File: src/common/wb_cfg.svh
`ifndef WB_CFG_SVH
`define WB_CFG_SVH

// ----------------------------------------------------------
// Program layout
// ----------------------------------------------------------

// Address of the last instruction of a program.
`define WB_EXIT_PC 32'hffff_ff00

// Initial stack pointer, loaded into x2 on reset.
`define WB_SP_RESET 32'h0000_7500

// ----------------------------------------------------------
// Register file
// ----------------------------------------------------------

`define WB_REG_COUNT 32

`endif

File: src/common/wb_pkg.sv
`default_nettype none

package wb_pkg;

    // ----------------------------------------------------------
    // Writeback result select
    // ----------------------------------------------------------

    typedef logic [2:0] wb_sel_t;

    localparam wb_sel_t WB_ALU   = 3'd0;  // ALU result, also the fallback.
    localparam wb_sel_t WB_MEMB  = 3'd1;  // Signed byte load.
    localparam wb_sel_t WB_MEMBU = 3'd2;  // Unsigned byte load.
    localparam wb_sel_t WB_MEMH  = 3'd3;  // Signed halfword load.
    localparam wb_sel_t WB_MEMHU = 3'd4;  // Unsigned halfword load.
    localparam wb_sel_t WB_MEMW  = 3'd5;  // Full word load.
    localparam wb_sel_t WB_PC    = 3'd6;  // Link address for jal and jalr.
    localparam wb_sel_t WB_CSR   = 3'd7;  // CSR read value.

    // ----------------------------------------------------------
    // Instruction ids
    // ----------------------------------------------------------

    // The decoder never hands out an id with the top 16 bits set, so this
    // value can never match a real instruction and the first valid
    // instruction after reset always counts as new.
    localparam logic [63:0] INST_ID_NONE = 64'hffff_0000_0000_0000;

endpackage

`default_nettype wire

File: src/writeback/wb_stage.sv
`timescale 1ns/10ps
`default_nettype none

`include "wb_cfg.svh"

module wb_stage (
    input  wire                   clk,
    input  wire                   arst_n_i,

    // Instruction leaving the memory stage.
    input  wire                   wb_valid_i,
    input  wire  [31:0]           wb_pc_i,
    input  wire  [63:0]           wb_inst_id_i,
    input  wire  wb_pkg::wb_sel_t wb_sel_i,
    input  wire                   rf_wen_i,
    input  wire  [4:0]            rd_addr_i,
    input  wire  [31:0]           alu_out_i,
    input  wire  [31:0]           mem_rdata_i,
    input  wire  [31:0]           csr_rdata_i,

    // Result, also used for forwarding.
    output logic [31:0]           wb_data_o,

    // Register file write port.
    output logic                  rf_we_o,
    output logic [4:0]            rf_waddr_o,

    output logic [31:0]           retire_count_o,
    output logic                  exit_o
);

    import wb_pkg::*;

    // ----------------------------------------------------------
    // Result selection
    // ----------------------------------------------------------

    logic [7:0]  load_byte;
    logic [15:0] load_half;
    logic [31:0] pc_plus4;

    assign load_byte = mem_rdata_i[7:0];
    assign load_half = mem_rdata_i[15:0];
    assign pc_plus4  = wb_pc_i + 32'd4;  // Return address of a jump.

    always_comb begin
        case (wb_sel_i)
            WB_ALU:   wb_data_o = alu_out_i;
            WB_MEMB:  wb_data_o = {{24{load_byte[7]}}, load_byte};
            WB_MEMBU: wb_data_o = {24'd0, load_byte};
            WB_MEMH:  wb_data_o = {{16{load_half[15]}}, load_half};
            WB_MEMHU: wb_data_o = {16'd0, load_half};
            WB_MEMW:  wb_data_o = mem_rdata_i;
            WB_PC:    wb_data_o = pc_plus4;
            WB_CSR:   wb_data_o = csr_rdata_i;
            default:  wb_data_o = alu_out_i;  // Only reached on an X select.
        endcase
    end

    // ----------------------------------------------------------
    // Retirement detection
    // ----------------------------------------------------------

    // While the pipeline stalls, the same instruction sits in writeback for
    // several cycles. Only the first cycle with a given id retires it.
    logic [63:0] saved_inst_id;
    logic        is_new_inst;

    assign is_new_inst = wb_valid_i && (wb_inst_id_i != saved_inst_id);

    always_ff @(posedge clk or negedge arst_n_i) begin
        if (!arst_n_i) begin
            saved_inst_id <= INST_ID_NONE;
        end else if (wb_valid_i) begin
            saved_inst_id <= wb_inst_id_i;
        end
    end

    // The write goes in on the edge that ends the retiring cycle.
    assign rf_we_o    = is_new_inst && rf_wen_i;
    assign rf_waddr_o = rd_addr_i;

    // ----------------------------------------------------------
    // Retire counter and exit flag
    // ----------------------------------------------------------

    always_ff @(posedge clk or negedge arst_n_i) begin
        if (!arst_n_i) begin
            retire_count_o <= 32'd0;
        end else if (is_new_inst) begin
            retire_count_o <= retire_count_o + 32'd1;
        end
    end

    // Program end is reached once the final instruction is in writeback.
    assign exit_o = wb_valid_i && (wb_pc_i == `WB_EXIT_PC);

endmodule

`default_nettype wire

File: src/writeback/reg_file.sv
`timescale 1ns/10ps
`default_nettype none

`include "wb_cfg.svh"

module reg_file (
    input  wire         clk,
    input  wire         arst_n_i,

    // Write port, driven from writeback.
    input  wire         we_i,
    input  wire  [4:0]  waddr_i,
    input  wire  [31:0] wdata_i,

    // Two combinational read ports for decode.
    input  wire  [4:0]  raddr_a_i,
    input  wire  [4:0]  raddr_b_i,
    output logic [31:0] rdata_a_o,
    output logic [31:0] rdata_b_o
);

    localparam logic [4:0] SP_ADDR = 5'd2;

    logic [31:0] regs [`WB_REG_COUNT];

    // ----------------------------------------------------------
    // Storage
    // ----------------------------------------------------------

    // Everything resets to all ones so that a read of an unwritten register
    // stands out, except the stack pointer, which a program needs from its
    // first instruction.
    always_ff @(posedge clk or negedge arst_n_i) begin
        if (!arst_n_i) begin
            for (int i = 0; i < `WB_REG_COUNT; i++) begin
                regs[i] <= 32'hffff_ffff;
            end
            regs[SP_ADDR] <= `WB_SP_RESET;
        end else if (we_i && (waddr_i != 5'd0)) begin
            regs[waddr_i] <= wdata_i;  // x0 is never written.
        end
    end

    // ----------------------------------------------------------
    // Read ports
    // ----------------------------------------------------------

    // x0 is hardwired to zero. Its storage entry is never looked at.
    assign rdata_a_o = (raddr_a_i == 5'd0) ? 32'd0 : regs[raddr_a_i];
    assign rdata_b_o = (raddr_b_i == 5'd0) ? 32'd0 : regs[raddr_b_i];

endmodule

`default_nettype wire

File: src/verilog/wb_top.sv
`timescale 1ns/10ps
`default_nettype none

module wb_top (
    input  wire                   clk,
    input  wire                   arst_n_i,

    // From the memory stage.
    input  wire                   wb_valid_i,
    input  wire  [31:0]           wb_pc_i,
    input  wire  [63:0]           wb_inst_id_i,
    input  wire  wb_pkg::wb_sel_t wb_sel_i,
    input  wire                   rf_wen_i,
    input  wire  [4:0]            rd_addr_i,
    input  wire  [31:0]           alu_out_i,
    input  wire  [31:0]           mem_rdata_i,
    input  wire  [31:0]           csr_rdata_i,

    // Register reads for the decode stage.
    input  wire  [4:0]            rs1_addr_i,
    input  wire  [4:0]            rs2_addr_i,
    output logic [31:0]           rs1_data_o,
    output logic [31:0]           rs2_data_o,

    output logic [31:0]           wb_data_o,
    output logic [31:0]           retire_count_o,
    output logic                  exit_o
);

    // ----------------------------------------------------------
    // Writeback to register file
    // ----------------------------------------------------------

    logic       rf_we;
    logic [4:0] rf_waddr;

    wb_stage u_wb_stage (
        .clk            (clk),
        .arst_n_i       (arst_n_i),
        .wb_valid_i     (wb_valid_i),
        .wb_pc_i        (wb_pc_i),
        .wb_inst_id_i   (wb_inst_id_i),
        .wb_sel_i       (wb_sel_i),
        .rf_wen_i       (rf_wen_i),
        .rd_addr_i      (rd_addr_i),
        .alu_out_i      (alu_out_i),
        .mem_rdata_i    (mem_rdata_i),
        .csr_rdata_i    (csr_rdata_i),
        .wb_data_o      (wb_data_o),
        .rf_we_o        (rf_we),
        .rf_waddr_o     (rf_waddr),
        .retire_count_o (retire_count_o),
        .exit_o         (exit_o)
    );

    // The forwarded result is also the write data.
    reg_file u_reg_file (
        .clk        (clk),
        .arst_n_i   (arst_n_i),
        .we_i       (rf_we),
        .waddr_i    (rf_waddr),
        .wdata_i    (wb_data_o),
        .raddr_a_i  (rs1_addr_i),
        .raddr_b_i  (rs2_addr_i),
        .rdata_a_o  (rs1_data_o),
        .rdata_b_o  (rs2_data_o)
    );

endmodule

`default_nettype wire

File: config.mk
export PLATFORM = sky130hd
export DESIGN_NAME = wb_top
export DESIGN_NICKNAME = d
export VERILOG_FILES = /design/src/common/wb_pkg.sv /design/src/writeback/wb_stage.sv /design/src/writeback/reg_file.sv /design/src/verilog/wb_top.sv
export VERILOG_INCLUDE_DIRS = /design/src /design/src/common
export SDC_FILE = /design/constraint.sdc
export NUM_CORES = 2
export LEC_CHECK = 0
export CORE_AREA = 2 2 355 357
export DETAILED_ROUTE_END_ITERATION = 10
export DIE_AREA = 0 0 357 359
export DONT_BUFFER_PORTS = 1
export GPL_TIMING_DRIVEN = 0
export PLACE_DENSITY = 0.67
export SKIP_CTS_REPAIR_TIMING = 1
export SYNTH_ARGS = -nofsm -noshare
export SYNTH_HDL_FRONTEND = slang
export SYNTH_SLANG_ARGS = --single-unit
export TNS_END_PERCENT = 50
File: constraint.sdc
create_clock -name clk -period 2.2 [get_ports clk]
set_input_delay 0.11 -clock clk [delete_from_list [all_inputs] [get_ports clk]]
set_output_delay 0.11 -clock clk [all_outputs]
set_load 0.005 [all_outputs]
==> impl_metrics.tcl <==
set metrics [dict create \
    whs_ns -0.938 \
    die-width_um 357 \
    gp_congestion 0.972 \
    grt_util_all_layers_pct 31.5 \
    io_buffers 0 \
    arrival_ns 2.78 \
    netlist_area_sq_um 61900 \
    p_per_area_nw_per_um2 835 \
    dr.pass1.iters 6 \
    status "complete, but fails checks" \
    wirelength_mm 204 \
    hold_viol 138 \
    fin_crit_sh_pct 131 \
    gr-total-overflow 0 \
    fmax_ghz 0.346 \
    synth_ff_type "dfstp_2" \
    netlist_instances 3897 \
    final.min_clock_period_ns 2.89 \
    syn_area_per_cell_sq_um 15.9 \
    layout-drive-gt1-share_pct 76.9 \
    synth_area_leaders "dfstp_2 43%, mux4_2 23%, mux2_2 18%" \
    cts_max_level 3 \
    grt_pass1_wl_mm 287 \
    avgRoutedWirePerCell_um 34.6 \
    dp_cells 5553 \
    rsz0062_at_grt "true" \
    rows 130 \
    worstSkewPairLatency_ns 0.76 \
    cts_buffer_depth 3 \
    vias 39200 \
    relSlewSlack_pct -15.4 \
    antenna_found_initial 8 \
    async_reset_ff_share_pct 100 \
    grt_pass1_vias 39300 \
    area_growth_pct 14.8 \
    endpoint_kind "primary output" \
    p_leak_nw 27.4 \
    critPathMaxFanout 10 \
    grt_max_degree 1121 \
    cts_sinks 1120 \
    die_height_um 359 \
    worst_pin_slew_ns 1.73 \
    fin_skew_ns 0.0253 \
    viasPerCell 6.66 \
    slew_viol_final 269 \
    yosysTopAreaCell "dfstp_2" \
    root_buffer "clkbuf_16" \
    drc_errors 0 \
    violations "hold timing, capacitance limit, slew limit, setup timing" \
    ant_nets 0 \
    core_sq_um 125000 \
    io_pins 343 \
    nets 4349 \
    yosysTopAreaCellShare_pct 43.0 \
    ys_ff_latch 1120 \
    die_area_sq_um 128000 \
    stdcell_count 5889 \
    start_util_pct 49.7 \
    place_ws_ns -1.59 \
    synth_seq_area_share_pct 47.3 \
    hpwl_mm 141 \
    start_kind "input port" \
    hold_path_class "input port to asynchronous set/reset pin" \
    yosysUniqueCellTypes 60 \
    syn_nets 4114 \
    fill_cells 9789 \
    drt_iter0_markers 3836 \
    setup_slack_ns -0.687 \
    layout_common_cells "1013 x mux2_2, 1013 x dfstp_2, 640 x mux4_2, 176 x clkbuf_1, 122 x clkbuf_16" \
    yosys_warnings 0 \
    clkTransAtPathRegs_ns 0.06 \
    drv_cap 1 \
    finalSetupViolCount 1120 \
    cp.required_ns 2.09 \
    peakVddDrop_mv 0.774 \
    cts_buffers 120 \
    synth_edf_count 0 \
    cts_tree "built" \
    crit_type "input port to primary output" \
]
## registers in the layout, summed over array words and instances (netlist names)
signal                     flops
u_wb_stage.retire_count_o     32
u_wb_stage.saved_inst_id      64
u_reg_file.regs             1024
## worst paths after layout
| path | start | end | slack [ns] | cells past startpoint |
|---|---|---|---|---|
| min reg2reg | u_reg_file.regs[1000] | u_reg_file.regs[1000] | 0.45 | 1 |
| max in group asynchronous | arst_n_i | u_reg_file.regs[493] | 0.08 | 3 |
| min | arst_n_i | u_wb_stage.saved_inst_id[24] | -0.94 | 0 |
| max reg2reg | u_wb_stage.saved_inst_id[59] | u_reg_file.regs[889] | -0.67 | 10 |
| max | rs2_addr_i[1] | rs2_data_o[5] | -0.69 | 7 |
| min in group clk | alu_out_i[4] | u_reg_file.regs[964] | -0.01 | 3 |
## power breakdown
| part | internal, mW | total [mW] | switching (mW) |
|---|---|---|---|
| Clock | 12.6 | 21.6 | 8.95 |
| Combinational | 5.66 | 10.8 | 5.09 |
| Sequential | 25.0 | 26.9 | 1.92 |
| Total | 43.3 | 59.3 | 16.0 |
## synthesized netlist by cell type (6+ instances only)
| master | n |
|---|---|
| and4_1 | 7 |
| nor2b_1 | 7 |
| mux2_2 | 1016 |
| and3_1 | 6 |
| o21ai_0 | 40 |
| o211ai_1 | 6 |
| inv_1 | 14 |
| nand3_1 | 26 |
| or3_1 | 12 |
| dfrtp_1 | 107 |
| clkbuf_1 | 228 |
| buf_1 | 65 |
| xnor2_1 | 11 |
| buf_2 | 127 |
| mux2i_1 | 99 |
| nor4_1 | 54 |
| and2_1 | 6 |
| xor2_1 | 98 |
| nand2_1 | 39 |
| a21oi_1 | 37 |
| mux2_1 | 43 |
| nand4_1 | 21 |
| nor3_1 | 15 |
| mux4_2 | 640 |
| dfstp_2 | 1013 |
| nor2_1 | 83 |
## worst max-delay path, stage by stage
cell and delay, ns:
clkbuf_1 0.33, buf_2 0.39, clkbuf_2 0.55, mux4_2 0.41
mux4_2 0.54, mux2i_1 0.34, nor2_1 0.11
## metal layers
layer / vias to the layer above / track usage [%] / share of wire, %
met5: - / 0 / 0.019
met4: 8 / 14.8 / 5.0
met3: 450 / 7.88 / 8.6
met2: 1765 / 47.0 / 46
met1: 21400 / 43.3 / 41
li1: 15600 / - / -
## per-stage QoR
| stage | hold slack, ns | area [sq um] | total power [mW] | util (%) | TNS [ns] |
|---|---|---|---|---|---|
| floorplan | -0.186 | 62100 | 33.7 | - | -72.99 |
| global placement | -0.161 | 64100 | 36.6 | 51.5 | -1482.50 |
| detailed placement | -0.173 | 64300 | 37.0 | 51.6 | -1485.83 |
| CTS | -0.969 | 68500 | 58.5 | 55.0 | -1482.36 |
| global route | -0.962 | 71000 | 61.3 | 57.0 | -632.95 |
| finish | -0.938 | 71000 | 59.3 | 57.0 | -568.84 |
## area by class of cell
cell class	instances	area [sq um]	area share (%)
multi-input cells	2333	31400	44.2
repair buffers	115	1250	1.77
plain buffers	428	2750	3.87
clock inverters	46	594	0.837
inverters	14	52.6	0.0740
well taps	1650	2060	2.91
diodes	1	2.50	0.00352
clock buffers	182	3590	5.05
flip-flops and latches	1120	29300	41.2
## kinds of logic (layout without fill, tap and decap cells)
family,after synthesis,in the layout,share of synthesized area [%]
adder cells (fa/ha/maj),3,3,0.0607
AO/OA/AOI/OAI,113,113,1.09
buffers and inverters,444,785,3.02
multiplexers,1798,1798,44.2
flip-flops,1120,1120,47.3
AND/OR/NAND/NOR,310,310,2.77
XOR/XNOR,109,109,1.54
other,0,1,0
No activity file was read; power rests on OpenSTA's default activity.
